File: src/design/rvseed_defs.svh
// rvseed widths and encodings
`ifndef RVSEED_DEFS_SVH
`define RVSEED_DEFS_SVH

`define RVSEED_XLEN       64
`define RVSEED_REG_NUM    32
`define RVSEED_REG_AW     5
`define RVSEED_AXI_AW     32

// major opcodes
`define RVSEED_OPC_OP     7'b0110011
`define RVSEED_OPC_OPIMM  7'b0010011
`define RVSEED_OPC_LOAD   7'b0000011

`define RVSEED_RESP_OKAY  2'b00

`endif

File: src/design/rvseed_pkg.sv
// rvseed shared types
`default_nettype none

`include "rvseed_defs.svh"

package rvseed_pkg;

    typedef struct packed {
        logic [6:0]                 funct7;
        logic [`RVSEED_REG_AW-1:0]  rs2;
        logic [`RVSEED_REG_AW-1:0]  rs1;
        logic [2:0]                 funct3;
        logic [`RVSEED_REG_AW-1:0]  rd;
        logic [6:0]                 opcode;
    } r_fmt_t;

    typedef struct packed {
        logic [11:0]                imm12;
        logic [`RVSEED_REG_AW-1:0]  rs1;
        logic [2:0]                 funct3;
        logic [`RVSEED_REG_AW-1:0]  rd;
        logic [6:0]                 opcode;
    } i_fmt_t;

    // same word, register or immediate layout
    typedef union packed {
        r_fmt_t r_fmt;
        i_fmt_t i_fmt;
    } inst_u;

    typedef enum logic [3:0] {
        ALU_ADD, ALU_SUB, ALU_SLL, ALU_SLT, ALU_SLTU,
        ALU_XOR, ALU_SRL, ALU_SRA, ALU_OR, ALU_AND
    } alu_op_e;

    typedef enum logic [1:0] {LD_B, LD_H, LD_W, LD_D} load_sz_e; // matches funct3[1:0]

    typedef struct packed {
        logic                       valid;
        logic                       is_load;
        logic                       illegal;
        logic [`RVSEED_REG_AW-1:0]  rd;
        alu_op_e                    alu_op;
        load_sz_e                   ld_sz;
        logic                       ld_uns;  // zero extend
        logic [`RVSEED_XLEN-1:0]    op_a;
        logic [`RVSEED_XLEN-1:0]    op_b;    // rs2 or sign-extended imm
    } issue_t;

    typedef struct packed {
        logic                       valid;
        logic [`RVSEED_REG_AW-1:0]  rd;
        logic [`RVSEED_XLEN-1:0]    data;
        logic                       illegal;
        logic                       fault;
    } wb_t;

    typedef struct packed {
        logic                       valid;
        logic [`RVSEED_REG_AW-1:0]  rd;
        logic [`RVSEED_XLEN-1:0]    data;
        logic                       illegal;
        logic                       fault;
    } retire_t;

    typedef struct packed {
        logic                       wen;
        logic [`RVSEED_REG_AW-1:0]  waddr;
    } rd_port_t;

endpackage

`default_nettype wire

File: src/design/mem_stage.sv
// load unit with axi4-lite read master
`timescale 1ns/1ps
`default_nettype none

`include "rvseed_defs.svh"

module mem_stage import rvseed_pkg::*; (
    input  wire                         clk_i,
    input  wire                         arst_n_i,
    input  wire issue_t                 issue_i,
    input  wire                         arready_i,
    input  wire [`RVSEED_XLEN-1:0]      rdata_i,
    input  wire [1:0]                   rresp_i,
    input  wire                         rvalid_i,
    output logic [`RVSEED_AXI_AW-1:0]   araddr_o,
    output logic                        arvalid_o,
    output logic                        rready_o,
    output logic                        mem_busy_o,
    output wb_t                         mem_wb_o
);

    typedef enum logic [1:0] {ST_IDLE, ST_ADDR, ST_DATA} state_e;

    state_e                     state_q;
    logic [`RVSEED_XLEN-1:0]    ea, lane, ext;
    logic [`RVSEED_AXI_AW-1:0]  addr_q;
    load_sz_e                   sz_q;
    logic                       uns_q, start, misaligned, resp_ok;
    logic [`RVSEED_REG_AW-1:0]  rd_q;

    assign start   = issue_i.valid & issue_i.is_load;
    assign ea      = issue_i.op_a + issue_i.op_b;
    assign resp_ok = (rresp_i == `RVSEED_RESP_OKAY);

    always_comb begin
        case (issue_i.ld_sz)
            LD_B:    misaligned = 1'b0;
            LD_H:    misaligned = ea[0];
            LD_W:    misaligned = |ea[1:0];
            default: misaligned = |ea[2:0];
        endcase
    end

    assign lane = rdata_i >> {addr_q[2:0], 3'b000};  // byte lane to bit 0

    always_comb begin
        case (sz_q)
            LD_B:    ext = {{(`RVSEED_XLEN-8){~uns_q & lane[7]}}, lane[7:0]};
            LD_H:    ext = {{(`RVSEED_XLEN-16){~uns_q & lane[15]}}, lane[15:0]};
            LD_W:    ext = {{(`RVSEED_XLEN-32){~uns_q & lane[31]}}, lane[31:0]};
            default: ext = lane;
        endcase
    end

    assign araddr_o  = {addr_q[`RVSEED_AXI_AW-1:3], 3'b000};
    assign arvalid_o = (state_q == ST_ADDR);
    assign rready_o  = (state_q == ST_DATA);
    // held until the register file has taken the result
    assign mem_busy_o = (state_q != ST_IDLE) | start | mem_wb_o.valid;

    always_ff @(posedge clk_i or negedge arst_n_i) begin
        if (!arst_n_i) begin
            state_q  <= ST_IDLE;
            mem_wb_o <= '0;
        end else begin
            mem_wb_o <= '0;
            case (state_q)
                ST_IDLE: begin
                    if (start && misaligned)
                        mem_wb_o <= '{valid: 1'b1, rd: '0, data: '0, illegal: 1'b0,
                                      fault: 1'b1};  // no bus access
                    else if (start)
                        state_q <= ST_ADDR;
                end
                ST_ADDR: begin
                    if (arready_i)
                        state_q <= ST_DATA;
                end
                default: begin
                    if (rvalid_i) begin
                        state_q  <= ST_IDLE;
                        mem_wb_o <= '{valid: 1'b1, rd: resp_ok ? rd_q : '0,
                                      data: resp_ok ? ext : '0, illegal: 1'b0,
                                      fault: ~resp_ok};
                    end
                end
            endcase
        end
    end

    always_ff @(posedge clk_i) begin
        if (state_q == ST_IDLE && start) begin
            addr_q <= ea[`RVSEED_AXI_AW-1:0];
            sz_q   <= issue_i.ld_sz;
            uns_q  <= issue_i.ld_uns;
            rd_q   <= issue_i.rd;
        end
    end

endmodule

`default_nettype wire

File: config.mk
export PLATFORM = sky130hd
export DESIGN_NAME = mem_stage
export DESIGN_NICKNAME = d
export VERILOG_FILES = /design/src/design/rvseed_pkg.sv /design/src/design/mem_stage.sv
export VERILOG_INCLUDE_DIRS = /design/src /design/src/design
export SDC_FILE = /design/constraint.sdc
export NUM_CORES = 1
export LEC_CHECK = 0
export BUFFER_PORTS_ARGS = -buffer_cell sky130_fd_sc_hd__clkbuf_2
export CAP_MARGIN = 20
export CORE_MARGIN = 3
export CORE_UTILIZATION = 40
export DETAILED_ROUTE_END_ITERATION = 10
export PLACE_DENSITY = 0.82
export REMOVE_ABC_BUFFERS = 1
export SYNTH_ARGS = -nofsm -noshare
export SYNTH_HDL_FRONTEND = slang
export SYNTH_SLANG_ARGS = --single-unit
File: constraint.sdc
create_clock -name clk_i -period 6.1 [get_ports clk_i]
set_input_delay 0.305 -clock clk_i [delete_from_list [all_inputs] [get_ports clk_i]]
set_output_delay 0.305 -clock clk_i [all_outputs]
set_load 0.05 [all_outputs]
== Word-level counts from Yosys, hierarchy flattened ==
Cells that the tools add are included.

* Register bits: 114
* Output and inout port bits: 107
* Word-level logic and storage cells: 52

* Add/sub/neg operators: 1
* Equal/unequal tests: 9
* Shift-type cells: 1
* Muxes and demuxes: 12
* Bitwise logic cells: 8
* Reduce and logical (&&, ||, !) cells: 11

{| class="wikitable"
|+ Operators by type and width
! kind !! number
|-
| 64-bit one-hot mux with 3 select lines || 1
|-
| 72-bit two-way mux || 2
|-
| 72-bit one-hot mux with 2 select lines || 1
|-
| 64-bit two-way mux || 1
|-
| 64-bit by 6-bit right shift with 64-bit output || 1
|-
| 32-bit adder || 1
|-
| 2-bit logical NOT || 4
|-
| 2-bit two-way mux || 4
|-
| 2-bit by 1-bit == test with 1-bit output (second input constant) || 3
|-
| 2-bit == test (second input constant) || 3
|-
| 2-bit inequality test (second input constant) || 3
|-
| 5-bit two-way mux || 1
|-
| 1-bit AND || 4
|-
| 2-bit one-hot mux with 2 select lines || 1
|-
| 4-bit AND reduction || 1
|-
| 1-bit one-hot mux with 3 select lines || 1
|-
| 3-bit nonzero test || 1
|-
| 3-bit OR reduction || 1
|-
| 1-bit logical AND || 2
|-
| 1-bit inverter || 2
|-
| 1-bit bitwise OR || 2
|-
| 2-bit nonzero test || 1
|-
| 2-bit OR reduction || 1
|}

== Longest topological paths before layout ==
Gate-level depths: netlist of run 1.

* Word-level depth: 6
* Depth in mapped cells: 10
* Gate-level depth less buffers: 9

== Worst setup path after synthesis of run 1 ==
Ideal clock, no wire load.

* Kind: register to register
* From: reg state_q[1]
* To: reg state_q[0]
* Setup time: 140 ps
* Data arrival time: 4190 ps
* Slack: 1770 ps
* Cell stages (with the launch flop): 6
* Buffers on the path: 1
* Cells stage by stage: dfrtp_1 -> buf_2 -> nor3_1 -> nand2_1 -> a21oi_1 -> o221ai_1

* Longest elaborated chain between the ends: 3
* Elaborated cells between the ends (all ways): 8

{| class="wikitable"
|+ RTL lines
! item !! line !! RTL
|-
| start: declaration || mem_stage.sv:24 || <nowiki>state_e state_q;</nowiki>
|-
| start signal: assignment || mem_stage.sv:63 || <nowiki>state_q <= ST_IDLE;</nowiki>
|-
| start signal: assignment || mem_stage.sv:73 || <nowiki>state_q <= ST_ADDR;</nowiki>
|-
| start signal: assignment || mem_stage.sv:77 || <nowiki>state_q <= ST_DATA;</nowiki>
|-
| 2-bit by 1-bit == test with 1-bit output or 2-bit logical NOT (tied branches) || mem_stage.sv:67 || <nowiki>case (state_q)</nowiki>
|-
| 2-bit inequality test (no source line) or 3-bit nonzero test (tied branches) || -- ||
|-
| 4-bit AND reduction (no source line) || -- ||
|}

Parallel ways exist; a longest one is shown, timed or not.
A chain may end at the register's enable or synchronous reset.

== Worst setup path after layout of run 1 ==
* From: reg addr_q[2]
* To: reg mem_wb_o[64] (netlist name)

* Longest elaborated chain between the ends: 6
* Elaborated cells between the ends (all ways): 8

{| class="wikitable"
|+ RTL lines
! item !! line !! RTL
|-
| start: declaration || mem_stage.sv:26 || <nowiki>logic [`RVSEED_AXI_AW-1:0] addr_q;</nowiki>
|-
| start signal: assignment || mem_stage.sv:93 || <nowiki>addr_q <= ea[`RVSEED_AXI_AW-1:0];</nowiki>
|-
| 64-bit by 6-bit right shift with 64-bit output * || mem_stage.sv:44 || <nowiki>assign lane = rdata_i >> {addr_q[2:0], 3'b000};</nowiki>
|-
| 1-bit AND, on equally long branches || mem_stage.sv:50, mem_stage.sv:48, mem_stage.sv:49 ||
|-
| 64-bit one-hot mux with 3 select lines * || mem_stage.sv:47 || <nowiki>case (sz_q)</nowiki>
|-
| 64-bit two-way mux * || mem_stage.sv:83 || <nowiki>data: resp_ok ? ext : '0, illegal: 1'b0,</nowiki>
|-
| 72-bit two-way mux * || mem_stage.sv:80 || <nowiki>if (rvalid_i) begin</nowiki>
|-
| 72-bit one-hot mux with 2 select lines * || mem_stage.sv:67 ||
|-
| end signal: assignment || mem_stage.sv:70 || <nowiki>mem_wb_o <= '{valid: 1'b1, rd: '0, data: '0, illegal: 1'b0,</nowiki>
|-
| end signal: assignment || mem_stage.sv:82 || <nowiki>mem_wb_o <= '{valid: 1'b1, rd: resp_ok ? rd_q : '0,</nowiki>
|-
| end: declaration || mem_stage.sv:19 || <nowiki>output wb_t mem_wb_o</nowiki>
|}

Every way passes the cells marked *; elsewhere a longest branch is shown, timed or not.

==> impl_results.html, run 1 <==
<table>
<tr><th>Metric</th><th>Value</th></tr>
<tr><th colspan="2">Cells and area</th></tr>
<tr><td>Sequential cell area</td><td>0.00303 mm²</td></tr>
<tr><td>Area growth from synthesis to layout</td><td>24.3%</td></tr>
<tr><td>Antenna diode count</td><td>0</td></tr>
<tr><td>Most frequent cells in the layout</td><td>sky130_fd_sc_hd__clkbuf_2 (245), sky130_fd_sc_hd__nand2_1 (94), sky130_fd_sc_hd__a21oi_1 (75), sky130_fd_sc_hd__dfrtp_1 (73), sky130_fd_sc_hd__nor2_1 (63)</td></tr>
<tr><td>Area taken by multi-input logic gates</td><td>0.00368 mm²</td></tr>
<tr><td>Util after Layout</td><td>0.513</td></tr>
<tr><td>Fill cell count</td><td>1563</td></tr>
<tr><td>Most common library cell in the layout ignoring fill and taps</td><td>sky130_fd_sc_hd__clkbuf_2</td></tr>
<tr><td>Final standard cell area without fillers</td><td>0.00893 mm²</td></tr>
<tr><td>Layout cell share with drive strength beyond 1</td><td>0.332</td></tr>
<tr><td>Number of nets in the finished design</td><td>1205</td></tr>
<tr><th colspan="2">Floorplan</th></tr>
<tr><td>Die Footprint</td><td>0.0196 mm²</td></tr>
<tr><td>Placeable core region</td><td>0.0174 mm²</td></tr>
<tr><td>Height of the die</td><td>140 µm</td></tr>
<tr><td>Number of top-level design ports</td><td>320</td></tr>
<tr><td>Initial standard-cell utilization of the core</td><td>0.413</td></tr>
<tr><td>Row Count</td><td>48</td></tr>
<tr><td>Die Width</td><td>140 µm</td></tr>
<tr><th colspan="2">Timing</th></tr>
<tr><td>Achievable clock frequency</td><td>284 MHz</td></tr>
<tr><td>Relative slew slack</td><td>0.275</td></tr>
<tr><td>Final setup violation count</td><td>0</td></tr>
<tr><td>Slew at the pin closest to its max-slew limit</td><td>1.09 ns</td></tr>
<tr><td>Setup Total Neg Slack</td><td>0 ns</td></tr>
<tr><td>Setup repair after global routing missed its margin</td><td>no</td></tr>
<tr><td>Pins over their slew limit</td><td>0</td></tr>
<tr><td>WHS</td><td>0.0328 ns</td></tr>
<tr><td>Setup clock skew after layout</td><td>0.0168 ns</td></tr>
<tr><td>Hold violation count in the final report</td><td>0</td></tr>
<tr><td>Minimum clock period</td><td>3.53 ns</td></tr>
<tr><td>Final critical-path share of the clock period</td><td>0.578</td></tr>
<tr><th colspan="2">Placed design</th></tr>
<tr><td>Placer Congestion</td><td>0.929</td></tr>
<tr><td>Port bufs</td><td>246</td></tr>
<tr><td>Area after detailed placement</td><td>0.00832 mm²</td></tr>
<tr><td>Dpl hpwl</td><td>15.6 mm</td></tr>
<tr><th colspan="2">Logic synthesis</th></tr>
<tr><td>Mapped Area</td><td>0.00719 mm²</td></tr>
<tr><td>Flop and latch count out of synthesis</td><td>113</td></tr>
<tr><td>Number of flops mapped to enable cells by yosys</td><td>40</td></tr>
<tr><td>Sequential element share of the synthesized area</td><td>0.421</td></tr>
<tr><td>Post-synthesis cell count</td><td>762</td></tr>
<tr><td>Number of distinct library cells after synthesis</td><td>60</td></tr>
<tr><td>Synth top area cells</td><td>sky130_fd_sc_hd__dfrtp_1 (25%), sky130_fd_sc_hd__edfxtp_1 (17%), sky130_fd_sc_hd__ha_1 (5.4%), sky130_fd_sc_hd__a21oi_1 (5.2%), sky130_fd_sc_hd__nand2_1 (4.9%)</td></tr>
<tr><td>Synth Flop Type</td><td>sky130_fd_sc_hd__dfrtp_1</td></tr>
<tr><td>Syn avg cell area</td><td>9.43 µm²</td></tr>
<tr><td>Warning count from the yosys run</td><td>0</td></tr>
<tr><td>Post-synthesis async set-or-reset flop share</td><td>0.646</td></tr>
<tr><td>Synth top area share</td><td>0.254</td></tr>
<tr><td>Synth area leader</td><td>sky130_fd_sc_hd__dfrtp_1</td></tr>
<tr><th colspan="2">Clocking</th></tr>
<tr><td>Clock transition at the registers of the reported paths</td><td>0.05 ns</td></tr>
<tr><td>Cell at the root of the clock tree</td><td>sky130_fd_sc_hd__clkbuf_16</td></tr>
<tr><td>Maximum level of the CTS H-tree</td><td>4</td></tr>
<tr><td>Post-cts hold buffer count</td><td>0</td></tr>
<tr><td>Clock buffers created by TritonCTS</td><td>17</td></tr>
<tr><td>Setup Fix Bufs, Post-CTS</td><td>0</td></tr>
<tr><td>Clock sink total</td><td>113</td></tr>
<tr><td>Insertion delay of the later-clocked pin in the worst-skew pair</td><td>0.41 ns</td></tr>
<tr><td>Max Root-Sink Buffers</td><td>2</td></tr>
<tr><td># resized after CTS</td><td>0</td></tr>
<tr><td>CTS tree</td><td>done</td></tr>
<tr><th colspan="2">Global routing</th></tr>
<tr><td>Maximum number of pins on one net before global-route repair</td><td>74</td></tr>
<tr><td>Overflow after GRT</td><td>0</td></tr>
<tr><td>Number of antenna violations at the first check in global routing</td><td>0</td></tr>
<tr><td>Via count of the first global-routing pass</td><td>6351</td></tr>
<tr><td>Global-route wire length before repair</td><td>32.8 mm</td></tr>
<tr><td>Overall track demand over capacity in global routing</td><td>0.209</td></tr>
<tr><th colspan="2">Power</th></tr>
<tr><td>Worst vdd rail ir drop</td><td>0.000183 V</td></tr>
<tr><td>Total power density per cell area</td><td>301 mW/mm²</td></tr>
<tr><td>Cell leakage power</td><td>4.43 nW</td></tr>
<tr><td>Overall power after layout</td><td>2.69 mW</td></tr>
<tr><th colspan="2">Routing</th></tr>
<tr><td>Initial detailed-routing violation count</td><td>456</td></tr>
<tr><td>Detailed-route DRC error count</td><td>0</td></tr>
<tr><td>Routed len/inst</td><td>17.6 µm</td></tr>
<tr><td>Number of antenna-violating nets in the routed design</td><td>0</td></tr>
<tr><td>Drt pass-1 iters</td><td>5</td></tr>
<tr><td>Detailed-route wire length</td><td>21.1 mm</td></tr>
<tr><td>Via count of the routed design</td><td>6638</td></tr>
<tr><td>Average via count per standard cell</td><td>5.54</td></tr>
<tr><th colspan="2">Status</th></tr>
<tr><td>Status</td><td>complete, no violations</td></tr>
<tr><th colspan="2">Worst setup path</th></tr>
<tr><td>Source of the worst register-to-register timing path</td><td>addr_q[2]$_DFFE_PP_</td></tr>
<tr><td>Setup CP Type</td><td>reg -&gt; reg</td></tr>
<tr><td>Required time at the worst-slack endpoint</td><td>6.44 ns</td></tr>
<tr><td>Crit-path max FO</td><td>31</td></tr>
<tr><td>CP Launch Type</td><td>flop</td></tr>
<tr><td>Worst setup path start</td><td>addr_q[2]$_DFFE_PP_</td></tr>
<tr><td>Critical path endpoint</td><td>mem_wb_o[64]$_DFF_PN0_</td></tr>
<tr><td>Data arrival time at the worst-slack endpoint</td><td>3.86 ns</td></tr>
<tr><td>FF-to-FF setup slack</td><td>2.57 ns</td></tr>
<tr><td>Reg-to-reg endpoint</td><td>mem_wb_o[64]$_DFF_PN0_</td></tr>
<tr><td>Endpoint kind of the worst setup timing path</td><td>flop</td></tr>
<tr><td>Depth of the worst register-to-register path</td><td>7</td></tr>
<tr><th colspan="2">Flow run</th></tr>
<tr><td>Maximum capacitance violations</td><td>0</td></tr>
<tr><th colspan="2">Min path</th></tr>
<tr><td>Worst min path class</td><td>in -&gt; async</td></tr>
</table>
-- synthesized netlist by cell type (4+ instances only) --
| library cell | count |
|---|---|
| sky130_fd_sc_hd__nor3_1 | 8 |
| sky130_fd_sc_hd__o211ai_1 | 12 |
| sky130_fd_sc_hd__inv_1 | 12 |
| sky130_fd_sc_hd__o21ai_0 | 60 |
| sky130_fd_sc_hd__dfrtp_1 | 73 |
| sky130_fd_sc_hd__edfxtp_1 | 40 |
| sky130_fd_sc_hd__mux2i_1 | 33 |
| sky130_fd_sc_hd__and2_1 | 5 |
| sky130_fd_sc_hd__nor2_1 | 63 |
| sky130_fd_sc_hd__nand2_1 | 94 |
| sky130_fd_sc_hd__clkbuf_1 | 28 |
| sky130_fd_sc_hd__a21oi_1 | 75 |
| sky130_fd_sc_hd__a211oi_1 | 4 |
| sky130_fd_sc_hd__xor2_1 | 8 |
| sky130_fd_sc_hd__o32ai_1 | 7 |
| sky130_fd_sc_hd__xnor2_1 | 22 |
| sky130_fd_sc_hd__a21o_1 | 23 |
| sky130_fd_sc_hd__buf_2 | 12 |
| sky130_fd_sc_hd__and3_1 | 4 |
| sky130_fd_sc_hd__nand3_1 | 9 |
| sky130_fd_sc_hd__nand4_1 | 8 |
| sky130_fd_sc_hd__o21ai_1 | 4 |
| sky130_fd_sc_hd__buf_4 | 33 |
| sky130_fd_sc_hd__nor2b_1 | 7 |
| sky130_fd_sc_hd__ha_1 | 31 |
| sky130_fd_sc_hd__mux2_2 | 25 |
| sky130_fd_sc_hd__a31oi_1 | 5 |
-- stage by stage --
step / instances / setup WS (ns)
finish: 1198 / 2.57
global route: 1198 / 2.38
CTS: 1197 / 2.61
detailed placement: 1165 / 2.69
global placement: 1165 / 2.74
floorplan: 687 / 1.81
-- power by group --
group / switching, mW / internal [mW]
combinational: 0.515 / 0.258
clock: 0.349 / 0.652
sequential: 0.0461 / 0.865
total: 0.911 / 1.77
-- worst min path at each step --
stage,endpoint,slack (ns),start,cells after the start
final,mem_wb_o[3]$_DFF_PN0_,0.03,arst_n_i,1
after global routing,rd_q[0]$_DFFE_PP_,0.05,issue_i[135],1
after CTS,rd_q[0]$_DFFE_PP_,0.06,issue_i[135],1
after detailed placement,mem_wb_o[68]$_DFF_PN0_,0.44,rd_q[2]$_DFFE_PP_,1
after global placement,mem_wb_o[69]$_DFF_PN0_,0.43,rd_q[3]$_DFFE_PP_,1
after floorplan,mem_wb_o[0]$_DFF_PN0_,0.009,arst_n_i,0
-- layer usage --
layer | part of all wire | up-vias | track usage | routed length (µm)
met5 | 0 | - | 0 | 0
met4 | 0.028 | 0 | 0.0785 | 595
met3 | 0.093 | 48 | 0.0502 | 1970
met2 | 0.48 | 399 | 0.345 | 10200
met1 | 0.40 | 3082 | 0.266 | 8360
li1 | - | 3109 | - | -
-- layout make-up --
class | instances | area share
clock buffer | 25 | 0.0602
clock inverter | 7 | 0.00757
inverter | 12 | 0.00504
multi-input combinational | 562 | 0.412
sequential | 113 | 0.339
tap | 225 | 0.0315
timing repair buffer | 254 | 0.145
-- state kept, by name, summed over array words and instances (netlist names) --
name and flops:
uns_q 1, rd_q 5, mem_wb_o 71, state_q 2, addr_q 32, sz_q 2
-- logic make-up (layout without fill, tap and decap cells) --
kind of cell	Yosys count	after routing	share of synthesized area
other cells	1	4	0.000522
xor+xnor	30	30	0.0366
buf+inv	90	298	0.0695
fa+ha+maj	32	32	0.0568
mux	60	60	0.0914
compound gates	222	222	0.193
flops	113	113	0.421
simple gates	214	214	0.131
-- critical path, cell delays in order, from the launching register on --
cell and delay (ns):
sky130_fd_sc_hd__edfxtp_1 0.68, sky130_fd_sc_hd__inv_1 0.13, sky130_fd_sc_hd__buf_4 0.35, sky130_fd_sc_hd__nand4_1 0.77
sky130_fd_sc_hd__nand2b_1 0.65, sky130_fd_sc_hd__nor2_1 0.60, sky130_fd_sc_hd__nand2_1 0.16, sky130_fd_sc_hd__nand2_1 0.11
No activity file was read; power rests on OpenSTA's default activity.
==> inputs of run 2 (changes only) <==
==> constraint.sdc (replaced) <==
create_clock -name clk_i -period 3.3 [get_ports clk_i]
set_input_delay 0.165 -clock clk_i [delete_from_list [all_inputs] [get_ports clk_i]]
set_output_delay 0.165 -clock clk_i [all_outputs]
set_load 0.05 [all_outputs]
==> run 2 against run 1 <==
Critical path depth did not move. Via count rose by 1.4%. Clock skew fell by 0.0061 ns. Sequential power rose by 82%. Routed wire length rose by 1.2%. First-iteration DRC count rose by 14%. Final cell count rose by 1.3%. Clock-buffer cell count fell by 3. Register-to-register slack got worse by 2.0 ns. Critical path type unchanged. Largest cell class unchanged.
==> impl_results.html, run 2 (synthesis gave the netlist of run 1 again) <==
<table>
<tr><th>Metric</th><th>Value</th></tr>
<tr><th colspan="2">Status</th></tr>
<tr><td>Status</td><td>complete, no violations</td></tr>
<tr><th colspan="2">Clocking</th></tr>
<tr><td># resized after CTS</td><td>0</td></tr>
<tr><td>Clock sink total</td><td>113</td></tr>
<tr><td>Max Root-Sink Buffers</td><td>2</td></tr>
<tr><td>Maximum level of the CTS H-tree</td><td>4</td></tr>
<tr><td>Insertion delay of the later-clocked pin in the worst-skew pair</td><td>0.40 ns</td></tr>
<tr><td>CTS tree</td><td>done</td></tr>
<tr><td>Clock buffers created by TritonCTS</td><td>17</td></tr>
<tr><td>Clock transition at the registers of the reported paths</td><td>0.05 ns</td></tr>
<tr><td>Cell at the root of the clock tree</td><td>sky130_fd_sc_hd__clkbuf_16</td></tr>
<tr><th colspan="2">Timing</th></tr>
<tr><td>Achievable clock frequency</td><td>365 MHz</td></tr>
<tr><td>Slew at the pin closest to its max-slew limit</td><td>0.940 ns</td></tr>
<tr><td>Final setup violation count</td><td>0</td></tr>
<tr><td>Setup Total Neg Slack</td><td>0 ns</td></tr>
<tr><td>Hold violation count in the final report</td><td>0</td></tr>
<tr><td>Final critical-path share of the clock period</td><td>0.831</td></tr>
<tr><td>Relative slew slack</td><td>0.373</td></tr>
<tr><td>Slack of the critical path</td><td>0.559 ns</td></tr>
<tr><td>WHS</td><td>0.0303 ns</td></tr>
<tr><td>Pins over their slew limit</td><td>0</td></tr>
<tr><td>Setup clock skew after layout</td><td>0.0107 ns</td></tr>
<tr><td>Setup repair after global routing missed its margin</td><td>no</td></tr>
<tr><td>Minimum clock period</td><td>2.74 ns</td></tr>
<tr><th colspan="2">Placed design</th></tr>
<tr><td>Port bufs</td><td>246</td></tr>
<tr><td>Placer Congestion</td><td>0.909</td></tr>
<tr><td>Area after detailed placement</td><td>0.00835 mm²</td></tr>
<tr><td>Dpl hpwl</td><td>15.6 mm</td></tr>
<tr><td>Placement-stage worst setup slack</td><td>0.452 ns</td></tr>
<tr><td>Number of cells after detailed placement</td><td>1170</td></tr>
<tr><th colspan="2">Global routing</th></tr>
<tr><td>Number of antenna violations at the first check in global routing</td><td>0</td></tr>
<tr><td>Via count of the first global-routing pass</td><td>6572</td></tr>
<tr><td>Overflow after GRT</td><td>0</td></tr>
<tr><td>Global-route wire length before repair</td><td>33.5 mm</td></tr>
<tr><td>Maximum number of pins on one net before global-route repair</td><td>74</td></tr>
<tr><td>Overall track demand over capacity in global routing</td><td>0.213</td></tr>
<tr><th colspan="2">Power</th></tr>
<tr><td>Cell Int Power</td><td>3.18 mW</td></tr>
<tr><td>Clock share of power</td><td>0.357</td></tr>
<tr><td>Cell leakage power</td><td>4.48 nW</td></tr>
<tr><td>Switching share of power</td><td>0.347</td></tr>
<tr><td>Worst vdd rail ir drop</td><td>0.000323 V</td></tr>
<tr><td>Net switching power</td><td>1.69 mW</td></tr>
<tr><td>Logic gate share of total power</td><td>0.303</td></tr>
<tr><td>Sequential power share</td><td>0.340</td></tr>
<tr><td>Overall power after layout</td><td>4.87 mW</td></tr>
<tr><td>Total power density per cell area</td><td>540 mW/mm²</td></tr>
<tr><th colspan="2">Cells and area</th></tr>
<tr><td>Most common library cell in the layout ignoring fill and taps</td><td>sky130_fd_sc_hd__clkbuf_2</td></tr>
<tr><td>Antenna diode count</td><td>0</td></tr>
<tr><td>Sequential cell area</td><td>0.00303 mm²</td></tr>
<tr><td>Final standard cell area without fillers</td><td>0.00902 mm²</td></tr>
<tr><td>Area growth from synthesis to layout</td><td>25.5%</td></tr>
<tr><td>Leading registers by flop count</td><td>mem_wb_o (71), addr_q (32), rd_q (5)</td></tr>
<tr><td>Most frequent cells in the layout</td><td>sky130_fd_sc_hd__clkbuf_2 (245), sky130_fd_sc_hd__nand2_1 (94), sky130_fd_sc_hd__a21oi_1 (75), sky130_fd_sc_hd__dfrtp_1 (73), sky130_fd_sc_hd__nor2_1 (63)</td></tr>
<tr><td>Non-filler cells, final</td><td>1213</td></tr>
<tr><td>Util after Layout</td><td>0.518</td></tr>
<tr><td>Area taken by multi-input logic gates</td><td>0.00368 mm²</td></tr>
<tr><td>Number of flip-flops in the largest register</td><td>71</td></tr>
<tr><td>Largest register by flop count</td><td>mem_wb_o</td></tr>
<tr><td>Fill cell count</td><td>1540</td></tr>
<tr><td>Layout cell share with drive strength beyond 1</td><td>0.330</td></tr>
<tr><td>Number of nets in the finished design</td><td>1220</td></tr>
<tr><th colspan="2">Worst setup path</th></tr>
<tr><td>Setup CP Type</td><td>reg -&gt; reg</td></tr>
<tr><td>Crit-path slowest cell</td><td>sky130_fd_sc_hd__edfxtp_1</td></tr>
<tr><td>Data arrival time at the worst-slack endpoint</td><td>2.99 ns</td></tr>
<tr><td>Crit-path max FO</td><td>32</td></tr>
<tr><td>Endpoint kind of the worst setup timing path</td><td>flop</td></tr>
<tr><td>CP Launch Type</td><td>flop</td></tr>
<tr><td>Critical Path, Cell by Cell</td><td>mux2i_1 -&gt; mux2_2 -&gt; nor2_1 -&gt; a31oi_1 -&gt; or3_1 -&gt; a31o_4 -&gt; o21ai_0</td></tr>
<tr><td>Required time at the worst-slack endpoint</td><td>3.55 ns</td></tr>
<tr><td>Delay contributed by the slowest stage of the critical path</td><td>0.65 ns</td></tr>
<tr><th colspan="2">Floorplan</th></tr>
<tr><td>Placeable core region</td><td>0.0174 mm²</td></tr>
<tr><td>Number of top-level design ports</td><td>320</td></tr>
<tr><td>Row Count</td><td>48</td></tr>
<tr><td>Die Footprint</td><td>0.0196 mm²</td></tr>
<tr><td>Die Width</td><td>140 µm</td></tr>
<tr><td>Height of the die</td><td>140 µm</td></tr>
<tr><td>Initial standard-cell utilization of the core</td><td>0.413</td></tr>
<tr><th colspan="2">Routing</th></tr>
<tr><td>Detailed-route DRC error count</td><td>0</td></tr>
<tr><td>Initial detailed-routing violation count</td><td>519</td></tr>
<tr><td>Average via count per standard cell</td><td>5.55</td></tr>
<tr><td>Number of antenna-violating nets in the routed design</td><td>0</td></tr>
<tr><td>Routed len/inst</td><td>17.6 µm</td></tr>
<tr><td>Via count of the routed design</td><td>6729</td></tr>
<tr><td>Drt pass-1 iters</td><td>5</td></tr>
<tr><td>Detailed-route wire length</td><td>21.4 mm</td></tr>
<tr><th colspan="2">Flow run</th></tr>
<tr><td>Maximum capacitance violations</td><td>0</td></tr>
<tr><th colspan="2">Min path</th></tr>
<tr><td>Worst min path class</td><td>in -&gt; reg</td></tr>
</table>
run 2: layer usage:
layer,vias to the layer above,global-route usage,share of wire
met4,0,0.0913,0.031
met1,3106,0.266,0.39
li1,3134,-,-
met2,423,0.357,0.48
met3,66,0.0464,0.095
met5,-,0,0
run 2: timing repair:
action | in CTS | in global routing
setup endpoints to repair | 0 | 0
endpoints found under the hold margin | 83 | 0
hold buffers | 11 | 0
buffers inserted | 0 | 0
run 2: critical path: cells and delay by family (launching register included):
| kind | cells | cell delay, ns |
|---|---|---|
| flops | 1 | 0.65 |
| compound gates | 3 | 0.87 |
| simple gates | 2 | 0.50 |
| mux | 2 | 0.56 |
run 2: worst paths after layout:
path	start	to	slack [ns]	depth (start not counted)
worst max-delay path	addr_q[0]$_DFFE_PP_	mem_wb_o[44]$_DFF_PN0_	0.56	7
worst min-delay path	rdata_i[56]	mem_wb_o[58]$_DFF_PN0_	0.03	3
worst max register to register	addr_q[0]$_DFFE_PP_	mem_wb_o[44]$_DFF_PN0_	0.56	7
worst min register to register	rd_q[2]$_DFFE_PP_	mem_wb_o[68]$_DFF_PN0_	0.44	1
max in group asynchronous	arst_n_i	mem_wb_o[28]$_DFF_PN0_	2.24	2
min in group asynchronous	arst_n_i	mem_wb_o[3]$_DFF_PN0_	0.46	2
run 2: power groups by stage:
stage	clock network (mW)	registers, mW	logic [mW]
2_1_floorplan	0	1.97	0.739
3_3_place_gp	0	1.68	1.43
3_5_place_dp	0	1.68	1.45
4_1_cts	1.77	1.66	1.47
5_1_grt	1.85	1.67	1.60
6_report	1.74	1.66	1.48
run 2: cell type report:
type	instances	area share
clock buffer	22	0.0527
tap	225	0.0312
timing repair buffer	269	0.159
multi-input combinational	562	0.407
clock inverter	10	0.00915
inverter	12	0.00499
sequential	113	0.336
==> inputs of run 3 (changes only) <==
--- a/config.mk
+++ b/config.mk
@@ -11,7 +11,7 @@
 export CORE_MARGIN = 3
 export CORE_UTILIZATION = 40
 export DETAILED_ROUTE_END_ITERATION = 10
-export PLACE_DENSITY = 0.82
+export PLACE_DENSITY = 0.84
 export REMOVE_ABC_BUFFERS = 1
 export SYNTH_ARGS = -nofsm -noshare
 export SYNTH_HDL_FRONTEND = slang
==> constraint.sdc (replaced) <==
create_clock -name clk_i -period 2.5 [get_ports clk_i]
set_input_delay 0.125 -clock clk_i [delete_from_list [all_inputs] [get_ports clk_i]]
set_output_delay 0.125 -clock clk_i [all_outputs]
set_load 0.05 [all_outputs]
==> run 3 against run 2 <==
Design area grew 3.5%. Via count grew 2.7%. Largest cell class unchanged. Utilization grew 1.8 points. Sequential share of layout area shrank 1.1 points. Critical path depth grew 1. Die area is the same. Largest power group unchanged. Maximum frequency grew 24%. Clock-buffer cell count is the same. Global-route usage grew 0.64 points.
==> impl_results.html, run 3 (synthesis gave the netlist of run 1 again) <==
<table>
<tr><th>Metric</th><th>Value</th></tr>
<tr><th colspan="2">Status</th></tr>
<tr><td>Status</td><td>complete, no violations</td></tr>
<tr><th colspan="2">Worst setup path</th></tr>
<tr><td>Critical Path, Cell by Cell</td><td>buf_4 -&gt; mux2i_1 -&gt; nor2_1 -&gt; o21ai_0 -&gt; o21ai_0 -&gt; nand3b_1 -&gt; a31o_4 -&gt; o21ai_0</td></tr>
<tr><td>Required time at the worst-slack endpoint</td><td>2.75 ns</td></tr>
<tr><td>CP Launch Type</td><td>flop</td></tr>
<tr><td>Crit path buffers/inverters</td><td>1</td></tr>
<tr><td>Cell seen most often among critical-path stages</td><td>sky130_fd_sc_hd__o21ai_0</td></tr>
<tr><td>Delay contributed by the slowest stage of the critical path</td><td>0.48 ns</td></tr>
<tr><td>Setup CP Type</td><td>reg -&gt; reg</td></tr>
<tr><td>CP top delay family</td><td>compound AO/OA/AOI/OAI gates</td></tr>
<tr><td>Crit-path slowest cell</td><td>sky130_fd_sc_hd__edfxtp_1</td></tr>
<tr><td>Data arrival time at the worst-slack endpoint</td><td>2.47 ns</td></tr>
<tr><td>Crit-path max FO</td><td>32</td></tr>
<tr><td>Endpoint kind of the worst setup timing path</td><td>flop</td></tr>
<tr><th colspan="2">Timing</th></tr>
<tr><td>Setup repair after global routing missed its margin</td><td>no</td></tr>
<tr><td>Final setup violation count</td><td>0</td></tr>
<tr><td>Minimum clock period</td><td>2.22 ns</td></tr>
<tr><td>Hold violation count in the final report</td><td>0</td></tr>
<tr><td>Achievable clock frequency</td><td>451 MHz</td></tr>
<tr><td>Slew at the pin closest to its max-slew limit</td><td>0.946 ns</td></tr>
<tr><td>Relative slew slack</td><td>0.369</td></tr>
<tr><td>Pins over their slew limit</td><td>0</td></tr>
<tr><td>Setup Total Neg Slack</td><td>0 ns</td></tr>
<tr><td>Setup clock skew after layout</td><td>0.00877 ns</td></tr>
<tr><td>Final critical-path share of the clock period</td><td>0.887</td></tr>
<tr><th colspan="2">Floorplan</th></tr>
<tr><td>Placeable core region</td><td>0.0174 mm²</td></tr>
<tr><td>Die Width</td><td>140 µm</td></tr>
<tr><td>Row Count</td><td>48</td></tr>
<tr><td>Die Footprint</td><td>0.0196 mm²</td></tr>
<tr><td>Initial standard-cell utilization of the core</td><td>0.413</td></tr>
<tr><td>Number of top-level design ports</td><td>320</td></tr>
<tr><td>Height of the die</td><td>140 µm</td></tr>
<tr><th colspan="2">Cells and area</th></tr>
<tr><td>Non-filler cells, final</td><td>1250</td></tr>
<tr><td>Layout cell share with drive strength beyond 1</td><td>0.346</td></tr>
<tr><td>Most common library cell in the layout ignoring fill and taps</td><td>sky130_fd_sc_hd__clkbuf_2</td></tr>
<tr><td>Antenna diode count</td><td>0</td></tr>
<tr><td>Number of flip-flops in the largest register</td><td>71</td></tr>
<tr><td>Util after Layout</td><td>0.536</td></tr>
<tr><td>Final standard cell area without fillers</td><td>0.00933 mm²</td></tr>
<tr><td>Largest register by flop count</td><td>mem_wb_o</td></tr>
<tr><td>Leading registers by flop count</td><td>mem_wb_o (71), addr_q (32), rd_q (5)</td></tr>
<tr><td>Area growth from synthesis to layout</td><td>29.9%</td></tr>
<tr><td>Fill cell count</td><td>1538</td></tr>
<tr><td>Number of nets in the finished design</td><td>1257</td></tr>
<tr><td>Sequential cell area</td><td>0.00303 mm²</td></tr>
<tr><td>Most frequent cells in the layout</td><td>sky130_fd_sc_hd__clkbuf_2 (245), sky130_fd_sc_hd__nand2_1 (94), sky130_fd_sc_hd__a21oi_1 (75), sky130_fd_sc_hd__dfrtp_1 (73), sky130_fd_sc_hd__nor2_1 (63)</td></tr>
<tr><td>Area taken by multi-input logic gates</td><td>0.00368 mm²</td></tr>
<tr><th colspan="2">Clocking</th></tr>
<tr><td>CTS tree</td><td>done</td></tr>
<tr><td>Clock buffers created by TritonCTS</td><td>17</td></tr>
<tr><td>Insertion delay of the later-clocked pin in the worst-skew pair</td><td>0.41 ns</td></tr>
<tr><td># resized after CTS</td><td>0</td></tr>
<tr><td>Maximum level of the CTS H-tree</td><td>4</td></tr>
<tr><td>Max Root-Sink Buffers</td><td>2</td></tr>
<tr><td>Clock transition at the registers of the reported paths</td><td>0.05 ns</td></tr>
<tr><td>Cell at the root of the clock tree</td><td>sky130_fd_sc_hd__clkbuf_16</td></tr>
<tr><td>Clock sink total</td><td>113</td></tr>
<tr><th colspan="2">Placed design</th></tr>
<tr><td>Area after detailed placement</td><td>0.00858 mm²</td></tr>
<tr><td>Placer Congestion</td><td>0.935</td></tr>
<tr><td>Port bufs</td><td>246</td></tr>
<tr><td>Number of cells after detailed placement</td><td>1200</td></tr>
<tr><td>Dpl hpwl</td><td>16.3 mm</td></tr>
<tr><th colspan="2">Global routing</th></tr>
<tr><td>Met2 Track Usage GR</td><td>0.372</td></tr>
<tr><td>Overall track demand over capacity in global routing</td><td>0.219</td></tr>
<tr><td>Grt met3 use</td><td>0.0468</td></tr>
<tr><td>Number of antenna violations at the first check in global routing</td><td>0</td></tr>
<tr><td>Global routing usage on met1</td><td>0.273</td></tr>
<tr><td>Maximum number of pins on one net before global-route repair</td><td>74</td></tr>
<tr><td>Global-route wire length before repair</td><td>34.8 mm</td></tr>
<tr><td>Most Crowded Layer GR</td><td>met2</td></tr>
<tr><td>Overflow after GRT</td><td>0</td></tr>
<tr><td>Via count of the first global-routing pass</td><td>6825</td></tr>
<tr><th colspan="2">Flow run</th></tr>
<tr><td>Maximum capacitance violations</td><td>0</td></tr>
<tr><th colspan="2">Routing</th></tr>
<tr><td>Detailed-route DRC error count</td><td>0</td></tr>
<tr><td>Detailed-route wire length</td><td>22.0 mm</td></tr>
<tr><td>Number of antenna-violating nets in the routed design</td><td>0</td></tr>
<tr><td>Via count of the routed design</td><td>6912</td></tr>
<tr><td>Initial detailed-routing violation count</td><td>540</td></tr>
<tr><td>Routed len/inst</td><td>17.6 µm</td></tr>
<tr><td>Drt pass-1 iters</td><td>6</td></tr>
<tr><td>Average via count per standard cell</td><td>5.53</td></tr>
<tr><th colspan="2">Min path</th></tr>
<tr><td>Worst min path class</td><td>in -&gt; reg</td></tr>
<tr><th colspan="2">Power</th></tr>
<tr><td>Cell leakage power</td><td>4.65 nW</td></tr>
<tr><td>Total power density per cell area</td><td>708 mW/mm²</td></tr>
<tr><td>Worst vdd rail ir drop</td><td>0.000438 V</td></tr>
</table>
[run 3: final timing paths]
| kind | start | endpoint | slack, ns | cells past startpoint |
|---|---|---|---|---|
| max in group asynchronous | arst_n_i | mem_wb_o[31]$_DFF_PN0_ | 1.48 | 2 |
| worst max register to register | addr_q[0]$_DFFE_PP_ | mem_wb_o[56]$_DFF_PN0_ | 0.28 | 8 |
| worst max-delay path | addr_q[0]$_DFFE_PP_ | mem_wb_o[56]$_DFF_PN0_ | 0.28 | 8 |
| min in group asynchronous | arst_n_i | mem_wb_o[67]$_DFF_PN0_ | 0.41 | 2 |
| worst min register to register | rd_q[1]$_DFFE_PP_ | mem_wb_o[67]$_DFF_PN0_ | 0.45 | 1 |
| worst min-delay path | rvalid_i | state_q[0]$_DFFE_PN0P_ | 0.01 | 2 |
[run 3: final cells by class]
type / count / share of cell area
Multi-Input combinational cell: 562 / 0.394
Sequential cell: 113 / 0.324
Timing Repair Buffer: 306 / 0.185
Clock buffer: 22 / 0.0499
Tap cell: 225 / 0.0302
Clock inverter: 10 / 0.0117
Inverter: 12 / 0.00483
[run 3: power breakdown]
group          total [mW]  internal [mW]  switching, mW  leakage [nW]
combinational        2.04          0.713           1.33          2.99
sequential           2.18           2.11         0.0750          1.38
clock                2.38           1.52          0.865         0.279
total                6.61           4.34           2.27          4.65
[run 3: what timing repair did]
| item | in CTS | in global routing |
|---|---|---|
| buffers inserted | 0 | 0 |
| endpoints found under the hold margin | 90 | 0 |
| hold buffers | 18 | 0 |
[run 3: per-layer routing]
layer	wire [µm]	vias to the layer above
li1	-	3202
met1	8550	3176
met2	10600	469
met3	2100	65
met4	745	0
met5	0	-
[run 3: per-stage QoR]
step,total power [mW],hold slack [ns],setup slack (ns)
global placement,4.17,0.303,-0.00654
CTS,6.63,0.00188,0.304
floorplan,3.57,-0.171,-1.79
detailed placement,4.20,0.304,-0.0882
finish,6.61,0.0147,0.282
global route,6.93,0.0333,0.140
